File: src/intr_pkg.sv
// intr_pkg
// Interrupt level types, the level to mask group table and the
// command word that the control FSM sends to the datapath
// level 0 is the highest priority and cannot be masked

package intr_pkg;

	localparam int NUM_LEVELS = 32;
	localparam int CHAN_BASE  = 12;	// channel 0 lands on level 12
	localparam int NUM_BOUNDS = 9;	// mask bits that accept can clear

	typedef logic [4:0] level_t;	// level number, also the vector
	typedef logic [NUM_LEVELS-1:0] req_vec_t;	// bit n = level n
	typedef logic [9:0] mask_t;
	typedef logic [15:0] src_vec_t;
	typedef logic [3:0] chan_t;
	typedef logic [3:0] grp_t;	// index into mask_t

	localparam grp_t NO_GROUP = 4'hf;	// level is never masked

	// which RM bit gates each level
	localparam grp_t MASK_GROUP [NUM_LEVELS] = '{
		NO_GROUP,	// 0, nmi
		4'd0, 4'd1, 4'd2, 4'd3,	// 1..4 one bit each
		4'd4, 4'd4, 4'd4, 4'd4, 4'd4, 4'd4, 4'd4,	// 5..11
		4'd5, 4'd5,	// 12..13
		4'd6, 4'd6,	// 14..15
		4'd7, 4'd7, 4'd7, 4'd7, 4'd7, 4'd7,	// 16..21
		4'd8, 4'd8, 4'd8, 4'd8, 4'd8, 4'd8,	// 22..27
		4'd9, 4'd9, 4'd9, 4'd9	// 28..31, bit 9 has no bound
	};

	// last level of the group under mask bits 0..8
	localparam level_t MASK_BOUND [NUM_BOUNDS] = '{
		5'd1, 5'd2, 5'd3, 5'd4, 5'd11, 5'd13, 5'd15, 5'd21, 5'd27
	};

	typedef struct packed {
		logic accept;	// move level from RZ to RP
		logic retire;	// drop highest level in service
		level_t level;
	} intr_cmd_t;

endpackage

File: src/axil_pkg.sv
// axil_pkg
// AXI4-Lite channel bundles and the register map of the interrupt unit
// only the fields the slave actually looks at are carried

package axil_pkg;

	typedef logic [7:0] axil_addr_t;
	typedef logic [31:0] axil_data_t;

	typedef struct packed {
		logic awvalid;
		axil_addr_t awaddr;
		logic wvalid;
		axil_data_t wdata;
		logic bready;
		logic arvalid;
		axil_addr_t araddr;
		logic rready;
	} axil_req_t;

	typedef struct packed {
		logic awready;
		logic wready;
		logic bvalid;
		logic [1:0] bresp;
		logic arready;
		logic rvalid;
		axil_data_t rdata;
		logic [1:0] rresp;
	} axil_rsp_t;

	localparam logic [1:0] RESP_OKAY   = 2'b00;
	localparam logic [1:0] RESP_SLVERR = 2'b10;

	localparam axil_addr_t REG_MASK    = 8'h00;	// RM, r/w
	localparam axil_addr_t REG_REQ_SET = 8'h04;	// RZ read, write 1 to set
	localparam axil_addr_t REG_REQ_CLR = 8'h08;	// write 1 to clear RZ
	localparam axil_addr_t REG_SERVICE = 8'h0c;	// RP, read only
	localparam axil_addr_t REG_VECTOR  = 8'h10;	// last accepted level

	// levels 0..11 and 28..31; channel levels stay hardware only
	localparam axil_data_t SW_SET_MASK = 32'hf000_0fff;

endpackage

File: src/intr_request_reg.sv
// intr_request_reg
// RZ, the interrupt request register
// external lines go through a two flop synchronizer and a rising edge
// detector, channel requests and software writes set bits directly
// clears come from software or from the accept of a level

`timescale 1ns/1ns

module intr_request_reg import intr_pkg::*, axil_pkg::*; (
	input logic clk,
	input logic rst_n,
	input src_vec_t irq_src,	// async level lines
	input logic chan_valid,
	input chan_t chan_num,
	input logic set_we,
	input logic clr_we,
	input req_vec_t wdata,
	input intr_cmd_t cmd,
	output req_vec_t rz
);

	src_vec_t src_s1;	// first sync stage
	src_vec_t src_s2;	// second sync stage
	src_vec_t src_d;	// previous s2, for edge detect
	src_vec_t src_rise;
	req_vec_t src_set;
	req_vec_t chan_set;
	req_vec_t sw_set;
	req_vec_t rz_clr;

	always_ff @(posedge clk) begin
		if (!rst_n) begin
			src_s1 <= '0;
			src_s2 <= '0;
			src_d <= '0;
		end else begin
			src_s1 <= irq_src;
			src_s2 <= src_s1;
			src_d <= src_s2;
		end
	end

	assign src_rise = src_s2 & ~src_d;

	// lines 0..11 -> levels 0..11, lines 12..15 -> levels 28..31
	assign src_set = {src_rise[15:12], 16'd0, src_rise[11:0]};

	// channel c raises level CHAN_BASE + c
	assign chan_set = chan_valid ? (req_vec_t'(1) << (CHAN_BASE + int'(chan_num))) : '0;

	assign sw_set = set_we ? (wdata & SW_SET_MASK) : '0;

	always_comb begin
		rz_clr = clr_we ? wdata : '0;
		if (cmd.accept)
			rz_clr[cmd.level] = 1'b1;	// request goes into service
	end

	always_ff @(posedge clk) begin
		if (!rst_n)
			rz <= '0;
		else
			rz <= (rz & ~rz_clr) | src_set | chan_set | sw_set;	// set wins
	end

endmodule

File: src/intr_mask_reg.sv
// intr_mask_reg
// RM, the 10 bit group mask
// software loads it, an accept clears the groups the new level blocks
// the bits are spread to one enable per level, level 0 always on

`timescale 1ns/1ns

module intr_mask_reg import intr_pkg::*; (
	input logic clk,
	input logic rst_n,
	input logic mask_we,
	input mask_t wdata,
	input intr_cmd_t cmd,
	output mask_t mask,
	output req_vec_t level_mask
);

	mask_t blk;	// groups closed by the accepted level

	always_comb begin
		blk = '0;	// bit 9 never closes on accept
		for (int k = 0; k < NUM_BOUNDS; k++)
			blk[k] = cmd.accept && (MASK_BOUND[k] >= cmd.level);
	end

	always_ff @(posedge clk) begin
		if (!rst_n)
			mask <= '0;
		else if (mask_we)
			mask <= wdata;	// software write wins
		else
			mask <= mask & ~blk;
	end

	always_comb begin
		for (int l = 0; l < NUM_LEVELS; l++) begin
			if (MASK_GROUP[l] == NO_GROUP)
				level_mask[l] = 1'b1;	// nmi
			else
				level_mask[l] = mask[MASK_GROUP[l]];
		end
	end

endmodule

File: src/intr_priority.sv
// intr_priority
// RP, the in-service register, and the priority chain
// a request is granted only when it is unmasked, the highest pending
// one, and above every level already in service

`timescale 1ns/1ns

module intr_priority import intr_pkg::*; (
	input logic clk,
	input logic rst_n,
	input req_vec_t rz,
	input req_vec_t level_mask,
	input intr_cmd_t cmd,
	output req_vec_t rp,
	output logic grant_valid,
	output level_t grant_level
);

	req_vec_t pend;	// requests past the mask
	level_t rp_top;	// highest level in service
	logic pend_any;
	logic rp_any;

	// lowest set index, the chain walks from level 0 down
	function automatic level_t first_set(input req_vec_t v);
		level_t idx;
		idx = '0;
		for (int i = NUM_LEVELS - 1; i >= 0; i--) begin
			if (v[i])
				idx = level_t'(i);
		end
		return idx;
	endfunction

	assign pend = rz & level_mask;
	assign pend_any = |pend;
	assign rp_any = |rp;

	assign grant_level = first_set(pend);
	assign rp_top = first_set(rp);

	// strictly above all in service, nothing in service passes anything
	assign grant_valid = pend_any && (!rp_any || (grant_level < rp_top));

	always_ff @(posedge clk) begin
		if (!rst_n) begin
			rp <= '0;
		end else begin
			if (cmd.retire && rp_any)
				rp[rp_top] <= 1'b0;	// return from interrupt
			if (cmd.accept)
				rp[cmd.level] <= 1'b1;
		end
	end

endmodule

File: src/intr_ctrl.sv
// intr_ctrl
// Acknowledge and return sequencing toward the CPU
// ack in idle with a live grant latches the level, the next cycle
// commits it to the datapath, then vector_valid pulses once
// ret in idle retires the top in-service level on the next edge

`timescale 1ns/1ns

module intr_ctrl import intr_pkg::*; (
	input logic clk,
	input logic rst_n,
	input logic ack,
	input logic ret,
	input logic grant_valid,
	input level_t grant_level,
	output intr_cmd_t cmd,
	output logic irq,
	output logic vector_valid,
	output level_t vector
);

	typedef enum logic [1:0] {
		S_IDLE,
		S_LATCH,	// level held, accept on the way out
		S_COMMIT	// datapath updated, vector out
	} state_t;

	state_t state;
	level_t lvl_q;	// level taken at ack
	level_t vec_q;	// last accepted, for readback
	logic take_ack;

	assign take_ack = (state == S_IDLE) && ack && grant_valid;	// stray ack dropped

	always_ff @(posedge clk) begin
		if (!rst_n) begin
			state <= S_IDLE;
			irq <= 1'b0;
			vec_q <= '0;
		end else begin
			irq <= grant_valid;	// one cycle behind the chain
			case (state)
				S_IDLE: begin
					if (take_ack)
						state <= S_LATCH;
				end
				S_LATCH: begin
					state <= S_COMMIT;
					vec_q <= lvl_q;	// same edge as the RZ/RP/RM update
				end
				S_COMMIT: state <= S_IDLE;
				default: state <= S_IDLE;
			endcase
		end
	end

	always_ff @(posedge clk) begin
		if (take_ack)
			lvl_q <= grant_level;
	end

	always_comb begin
		cmd.accept = (state == S_LATCH);
		cmd.retire = (state == S_IDLE) && ret;	// acts on the sampling edge
		cmd.level = lvl_q;
	end

	assign vector_valid = (state == S_COMMIT);
	assign vector = vec_q;

endmodule

File: src/axil_regs.sv
// axil_regs
// AXI4-Lite slave for the interrupt unit registers
// one write and one read in flight at most, each answered a cycle
// after it is taken and held until the master takes the response

`timescale 1ns/1ns

module axil_regs import intr_pkg::*, axil_pkg::*; (
	input logic clk,
	input logic rst_n,
	input axil_req_t axil_req,
	output axil_rsp_t axil_rsp,
	input mask_t mask,
	input req_vec_t rz,
	input req_vec_t rp,
	input level_t vector,
	output logic mask_we,
	output logic set_we,
	output logic clr_we,
	output req_vec_t wdata
);

	logic aw_take;	// write accepted this cycle
	logic ar_take;	// read accepted this cycle
	logic bvalid;
	logic rvalid;
	logic [1:0] bresp;
	logic [1:0] rresp;
	axil_data_t rdata;
	axil_data_t rd_mux;

	function automatic logic addr_ok(input axil_addr_t a);
		case (a)
			REG_MASK, REG_REQ_SET, REG_REQ_CLR, REG_SERVICE, REG_VECTOR: return 1'b1;
			default: return 1'b0;
		endcase
	endfunction

	assign aw_take = axil_req.awvalid && axil_req.wvalid && !bvalid;
	assign ar_take = axil_req.arvalid && !rvalid;

	// strobes line up with the accept edge
	assign mask_we = aw_take && (axil_req.awaddr == REG_MASK);
	assign set_we = aw_take && (axil_req.awaddr == REG_REQ_SET);
	assign clr_we = aw_take && (axil_req.awaddr == REG_REQ_CLR);
	assign wdata = axil_req.wdata;

	always_comb begin
		case (axil_req.araddr)
			REG_MASK: rd_mux = {22'd0, mask};
			REG_REQ_SET: rd_mux = rz;
			REG_SERVICE: rd_mux = rp;
			REG_VECTOR: rd_mux = {27'd0, vector};
			default: rd_mux = '0;	// clr is write only, unmapped reads 0
		endcase
	end

	always_ff @(posedge clk) begin
		if (!rst_n) begin
			bvalid <= 1'b0;
			rvalid <= 1'b0;
		end else begin
			if (aw_take)
				bvalid <= 1'b1;
			else if (axil_req.bready)
				bvalid <= 1'b0;
			if (ar_take)
				rvalid <= 1'b1;
			else if (axil_req.rready)
				rvalid <= 1'b0;
		end
	end

	always_ff @(posedge clk) begin
		if (aw_take)
			bresp <= addr_ok(axil_req.awaddr) ? RESP_OKAY : RESP_SLVERR;
		if (ar_take) begin
			rdata <= rd_mux;
			rresp <= addr_ok(axil_req.araddr) ? RESP_OKAY : RESP_SLVERR;
		end
	end

	always_comb begin
		axil_rsp.awready = aw_take;	// aw and w taken together
		axil_rsp.wready = aw_take;
		axil_rsp.bvalid = bvalid;
		axil_rsp.bresp = bresp;
		axil_rsp.arready = ar_take;
		axil_rsp.rvalid = rvalid;
		axil_rsp.rdata = rdata;
		axil_rsp.rresp = rresp;
	end

endmodule

File: src/intr_unit.sv
// intr_unit
// Priority interrupt controller, 32 levels under a 10 bit group mask
// control FSM, RZ/RM/RP datapath and the AXI4-Lite register port

`timescale 1ns/1ns

module intr_unit import intr_pkg::*, axil_pkg::*; (
	input logic clk,
	input logic rst_n,
	input src_vec_t irq_src,
	input logic chan_valid,
	input chan_t chan_num,
	input axil_req_t axil_req,
	output axil_rsp_t axil_rsp,
	input logic ack,
	input logic ret,
	output logic irq,
	output logic vector_valid,
	output level_t vector
);

	intr_cmd_t cmd;
	logic grant_valid;
	level_t grant_level;
	req_vec_t rz;
	req_vec_t rp;
	mask_t mask;
	req_vec_t level_mask;
	logic mask_we;
	logic set_we;
	logic clr_we;
	req_vec_t wdata;

	intr_ctrl intr_ctrl_i (
		.clk(clk), .rst_n(rst_n), .ack(ack), .ret(ret),
		.grant_valid(grant_valid), .grant_level(grant_level),
		.cmd(cmd), .irq(irq), .vector_valid(vector_valid), .vector(vector)
	);

	intr_request_reg intr_request_reg_i (
		.clk(clk), .rst_n(rst_n), .irq_src(irq_src),
		.chan_valid(chan_valid), .chan_num(chan_num),
		.set_we(set_we), .clr_we(clr_we), .wdata(wdata), .cmd(cmd), .rz(rz)
	);

	intr_mask_reg intr_mask_reg_i (
		.clk(clk), .rst_n(rst_n), .mask_we(mask_we), .wdata(wdata[9:0]),
		.cmd(cmd), .mask(mask), .level_mask(level_mask)
	);

	intr_priority intr_priority_i (
		.clk(clk), .rst_n(rst_n), .rz(rz), .level_mask(level_mask), .cmd(cmd),
		.rp(rp), .grant_valid(grant_valid), .grant_level(grant_level)
	);

	axil_regs axil_regs_i (
		.clk(clk), .rst_n(rst_n), .axil_req(axil_req), .axil_rsp(axil_rsp),
		.mask(mask), .rz(rz), .rp(rp), .vector(vector),
		.mask_we(mask_we), .set_we(set_we), .clr_we(clr_we), .wdata(wdata)
	);

endmodule

File: config.mk
export PLATFORM = sky130hd
export DESIGN_NAME = intr_unit
export DESIGN_NICKNAME = d
export VERILOG_FILES = /design/src/intr_pkg.sv /design/src/axil_pkg.sv /design/src/intr_request_reg.sv /design/src/intr_mask_reg.sv /design/src/intr_priority.sv /design/src/intr_ctrl.sv /design/src/axil_regs.sv /design/src/intr_unit.sv
export SDC_FILE = /design/constraint.sdc
export NUM_CORES = 1
export LEC_CHECK = 0
export ABC_AREA = 1
export BUFFER_PORTS_ARGS = -buffer_cell sky130_fd_sc_hd__buf_2
export CAP_MARGIN = 20
export CORE_MARGIN = 2
export CORE_UTILIZATION = 40
export CTS_CLUSTER_SIZE = 30
export DETAILED_ROUTE_END_ITERATION = 12
export SYNTH_ARGS = -nofsm -noshare
export SYNTH_HDL_FRONTEND = slang
export SYNTH_SLANG_ARGS = --single-unit
File: constraint.sdc
create_clock -name clk -period 3.8 [get_ports clk]
set_input_delay 0.76 -clock clk [delete_from_list [all_inputs] [get_ports clk]]
set_output_delay 0.76 -clock clk [all_outputs]
set_load 0.005 [all_outputs]
== Word-level counts from Yosys, hierarchy flattened ==
Cells that the tools add are included.

* Logic and storage cells: 180
* Bits of input ports: 78
* Bits in registers: 173

* Bitwise gates (word level): 14
* Shift-type cells: 1
* Reductions and logical operators: 35
* $lt $le $gt $ge: 14
* Equal/unequal tests: 11
* $add $sub $neg: 1
* Mux-type cells: 89

{| class="wikitable"
|+ Operators by type and width
! cell !! number
|-
| $mux 5 || 64
|-
| $mux 32 || 7
|-
| $or 32x32->32 || 5
|-
| $pmux 32 s4 || 1
|-
| $and 32x32->32 || 3
|-
| $not 32->32 || 2
|-
| $reduce_or 32->1 || 2
|-
| $eq 8x4->1 const B || 4
|-
| $shl 1x32->32 const A || 1
|-
| $logic_and 1x1->1 || 22
|-
| $and 16x16->16 || 1
|-
| $eq 8x3->1 const B || 2
|-
| $eq 8x5->1 const B || 2
|-
| $logic_not 8->1 || 2
|-
| $not 16->16 || 1
|-
| $ge 4x5->1 const A || 3
|-
| $lt 5x6->1 const B || 2
|-
| $and 10x10->10 || 1
|-
| $demux 1 s5 || 2
|-
| $ge 2x5->1 const A || 2
|-
| $ge 5x1->1 const B || 2
|-
| $ge 5x5->1 const A || 2
|-
| $mux 1 || 10
|-
| $mux 10 || 1
|-
| other kinds (15) || 21
|}

== Logic depth before layout (Yosys ltp) ==
* Depth in word-level cells: 42
* Depth in mapped cells: 38
* Depth with buffers taken out: 38

== By module ==
A second synthesis with hierarchy kept.

* Cell total of the unflattened synthesis: 1,313
* Area, all modules: 9,138.8 sq um

{| class="wikitable"
|+ Modules (own cells, without submodules)
! module !! sequential area each (sq um) !! cells each !! area each (sq um) !! times used
|-
| intr_request_reg || 1,601.5 || 469 || 3,360.7 || 1
|-
| intr_priority || 640.6 || 429 || 2,377.3 || 1
|-
| axil_regs || 1,061.0 || 266 || 2,237.1 || 1
|-
| intr_mask_reg || 200.2 || 97 || 690.7 || 1
|-
| intr_ctrl || 310.3 || 52 || 473.0 || 1
|}

== Worst setup path after synthesis ==
No wires, ideal clock.

* Kind: input -> output
* Start: input port axil_req[9] (netlist bit)
* End: output port axil_rsp[35] (netlist bit)
* Data arrival time: 2.549 ns
* Buffers on the path: 1
* Stages on the path: 3
* Setup slack: 0.491 ns
* Cells stage by stage: inv_1 > nor2_1 > buf_4

* Longest elaborated chain between the ends: 1

{| class="wikitable"
|+ RTL lines
! what !! line !! source
|-
| start, declared || intr_unit.sv:13 || <nowiki>input axil_req_t axil_req,</nowiki>
|-
| $logic_and 1x1->1 || axil_regs.sv:40 || <nowiki>assign ar_take = axil_req.arvalid && !rvalid;</nowiki>
|-
| end, declared || intr_unit.sv:14 || <nowiki>output axil_rsp_t axil_rsp,</nowiki>
|}

No other way between the ends.

== Worst setup path in the final report ==
* Start: register intr_priority_i.rp[31]
* End: register intr_ctrl_i.lvl_q[0], enable pin

* Longest elaborated chain between the ends: 36
* Elaborated cells between the ends (all ways): 38

{| class="wikitable"
|+ RTL lines
! what !! line !! source
|-
| start, declared || intr_priority.sv:14 || <nowiki>output req_vec_t rp,</nowiki>
|-
| start signal, assigned || intr_priority.sv:47 || <nowiki>rp <= '0;</nowiki>
|-
| start signal, assigned by index || intr_priority.sv:50 || <nowiki>rp[rp_top] <= 1'b0;</nowiki>
|-
| start signal, assigned by index || intr_priority.sv:52 || <nowiki>rp[cmd.level] <= 1'b1;</nowiki>
|-
| $mux 5 (32 in series) || intr_priority.sv:29 || <nowiki>if (v[i])</nowiki>
|-
| $lt 5x5->1 || intr_priority.sv:43 || <nowiki>assign grant_valid = pend_any && (!rp_any || (grant_level < rp_top));</nowiki>
|-
| $logic_or 1x1->1 * || intr_priority.sv:43 ||
|-
| $logic_and 1x1->1 * || intr_priority.sv:43 ||
|-
| $logic_and 1x1->1 * || intr_ctrl.sv:33 || <nowiki>assign take_ack = (state == S_IDLE) && ack && grant_valid;</nowiki>
|-
| via intr_ctrl_i.take_ack || intr_ctrl.sv:31 || <nowiki>logic take_ack;</nowiki>
|-
| end signal, assigned || intr_ctrl.sv:59 || <nowiki>lvl_q <= grant_level;</nowiki>
|-
| end, declared || intr_ctrl.sv:29 || <nowiki>level_t lvl_q;</nowiki>
|}

The timed path passes the listed nets; every way through them passes the cells marked *.
A chain may end at the register's enable or synchronous reset.

==> impl_results.md <==
* Outcome: finished, final reports clean
* Post-synth top area cell: dfxtp_1
* Core area at 19400 um2
* Met3 wire length at 1810 um
* Required time worst endpoint at 3.89 ns
* Min-delay src: intr_request_reg_i.src_s1[4]$_SDFF_PN0_
* Largest family of logic cells by synthesized area: simple AND/OR/NAND/NOR gates
* Most numerous cell in the Yosys netlist: nand2_1
* Maxcap violations at 0
* Fraction of layout cells with a size suffix above 1 at 14.5%
* Die area at 20900 um2
* Detailed-placement wirelength estimate at 18400 um
* First-pass GRT wire length at 35300 um
* Leakage power at 4.14 nW
* Per-cell routed wire length at 15.9 um
* Mapped Area at 7900 um2
* Postcts setup bufs at 0
* Seq/Total Area, Yosys at 48.3%
* Yosys warning total at 0
* Vias in the first global route at 6374
* Met2 WL at 10500 um
* Startpoint Class: register
* Pwr dens at 413 nW/um2
* Headroom to the max-slew limit at 38.8%
* Worst Setup End Kind: register
* Worst-Skew Late Latency at 0.43 ns
* RR Startpoint: intr_priority_i.rp[31]$_SDFF_PN0_
* Min Tclk post-route at 3.16 ns
* Port buffer count at 123
* Final hold vios at 0
* Initial antenna violation count at 0
* Setup violators final at 0
* Root Buffer: clkbuf_16
* Slew @ Worst Pin at 0.914 ns
* FF-to-FF End: intr_ctrl_i.lvl_q[0]$_DFFE_PP_
* Mapped Avg Cell Area at 7.26 um2
* Period utilisation layout at 83.0%
* Ports at 126
* Total power at 3.86 mW
* Worst Skew at 0.0102 ns
* Peak supply drop at 0.000313 V
* Simple-Gate Fraction of Synth Area at 26.0%
* Metal-1 WL at 10900 um
* Max-slew violations at 0
* Rows at 51
* Crit Path Max Fanout at 5
* Compound-gate portion of the synthesized area at 13.9%
* Syn-to-layout area delta at 18.2%
* Die width at 145 um
* CTS tree: done
* GR Util All Layers at 22.9%
* Worst hold-check path type: reg2reg
* Placer Congestion at 0.958
* Routed Antenna Nets at 0
* RSZ-0062 raised after global routing: false
* Synthesized-area fraction occupied by adder cells at 0.792%
* Setup TNS at 0 ns
* Netlist cell types at 39
* WP data arrival at 3.25 ns
* Worst Hold End: intr_request_reg_i.src_s2[4]$_SDFF_PN0_
* Top cell type's share of synthesized area at 33.4%
* 1st-iter DRT viols at 752
* FF-to-FF setup slack at 0.64 ns
* Multiplexer share of the synthesized area at 0%
* Critical path origin: intr_priority_i.rp[31]$_SDFF_PN0_
* N_diodes at 0
* Num CTS Buffers at 17
* Max Used Layer: met4
* Final wirelength at 23500 um
* Synth Area in XOR/XNOR at 0%
* Worst hold stages at 2
* Nets at 1282
* R2r worst-path depth at 23
* WS Path Type: reg2reg
* Pin count of the biggest net entering global routing at 62
* H-tree depth at 4
* Syn Inst Count at 1088
* Drc violations at 0
* Synth cell count leaders: nand2_1, inv_1, dfxtp_1
* Post-DR vias/cell at 4.99
* Async SR Flop Fraction at 0%
* Max frequency at 317 MHz
* Pre-antenna DRT Iters at 5
* Synth area leaders: dfxtp_1, edfxtp_1, nand2_1
* Die Y at 145 um
* Seq cells post-synth at 171
* Clk buf depth at 2
* Post-CTS Hold Fix Bufs at 0
* Primary FF master, synth: dfxtp_1
* Total grt overflow at 0
* CTS resizes at 0
* Via count at 7372
* EDFF count, synth at 39
* Initial core utilization at 40.7%
* Sink Count at 171
* Clock-pin slew on the worst setup and hold paths at 0.07 ns
-- routing by layer --
metal | vias up | global-route usage (%)
li1 | 3739 | -
met1 | 3309 | 33.0
met2 | 296 | 34.8
met3 | 28 | 4.47
met4 | 0 | 6.39
met5 | - | 0
-- registers in the layout, summed over array words and instances, names as in the netlist, 2 cells and up --
name,count
intr_ctrl_i.vector,5
axil_regs_i.rdata,32
intr_request_reg_i.rz,32
intr_priority_i.rp,32
intr_mask_reg_i.mask,10
intr_request_reg_i.src_d,16
intr_request_reg_i.src_s1,16
intr_ctrl_i.state,2
intr_ctrl_i.lvl_q,5
intr_request_reg_i.src_s2,16
-- final cells by class --
| class | count | area, um2 |
|---|---|---|
| repair buffers | 134 | 698 |
| clock buffers | 20 | 480 |
| fillers | 2021 | 10100 |
| flip-flops and latches | 171 | 3810 |
| inverters | 179 | 672 |
| multi-input cells | 696 | 3250 |
| well taps | 265 | 332 |
| clock inverters | 12 | 96.3 |
-- critical path: stages, from the launching register on --
cell	delay [ns]
dfxtp_1	0.38
nor2_1	0.05
inv_1	0.08
a311oi_1	0.09
o31ai_1	0.19
o21ai_0	0.14
nand2_1	0.09
nand2_1	0.05
nand2_1	0.05
nand2_1	0.04
nand2_1	0.05
nand2_1	0.05
nand2_1	0.06
nand2_1	0.05
nand3_1	0.06
nand3_1	0.21
ha_1	0.27
a21oi_1	0.12
nor2_1	0.05
a211oi_1	0.16
nand2_1	0.08
nand2_1	0.08
nand2_1	0.05
nor2_1	0.33
-- power breakdown --
group | total (mW) | switching (mW) | internal [mW]
combinational | 0.227 | 0.143 | 0.0840
clock | 1.69 | 0.754 | 0.932
sequential | 1.94 | 0.0303 | 1.91
-- worst max path at each step --
stage | to | slack [ns]
2_1_floorplan | axil_rsp[35] | 0.49
3_3_place_gp | intr_ctrl_i.lvl_q[3]$_DFFE_PP_ | 0.77
4_1_cts | intr_ctrl_i.lvl_q[3]$_DFFE_PP_ | 0.67
6_report | intr_ctrl_i.lvl_q[0]$_DFFE_PP_ | 0.64
3_5_place_dp | intr_ctrl_i.lvl_q[3]$_DFFE_PP_ | 0.70
5_1_grt | intr_ctrl_i.lvl_q[3]$_DFFE_PP_ | 0.33
-- kinds of logic after synthesis --
group                    count (synthesis)
AND/OR/NAND/NOR                        502
buffers and inverters                  222
AO/OA/AOI/OAI                          187
flip-flops                             171
adder cells (fa/ha/maj)                  5
other                                    1
-- through the flow --
| stage | worst slack (ns) | cells | utilization (%) | hold WS, ns | area (um2) |
|---|---|---|---|---|---|
| 2_1_floorplan | 0.491 | 1089 | - | 0.386 | 7900 |
| 3_3_place_gp | 0.766 | 1445 | 45.2 | 0.391 | 8760 |
| 3_5_place_dp | 0.699 | 1445 | 45.2 | 0.398 | 8760 |
| 4_1_cts | 0.670 | 1477 | 48.1 | 0.412 | 9340 |
| 5_1_grt | 0.335 | 1477 | 48.1 | 0.421 | 9340 |
| 6_report | 0.644 | 1477 | 48.1 | 0.409 | 9340 |
-- placed cells by master, fill, tap and decap left out, types with 6 or more instances in the layout --
cell,instances
o22ai_1,21
clkbuf_16,19
nand2_1,302
o21ai_1,8
nor2_1,91
edfxtp_1,39
inv_1,178
dfxtp_1,132
a41oi_1,11
nor4_1,8
nor3_1,13
o21ai_0,48
buf_2,123
a31oi_1,6
buf_4,11
a21oi_1,67
nand3_1,73
Note: power is estimated with default switching activity, not from simulation.
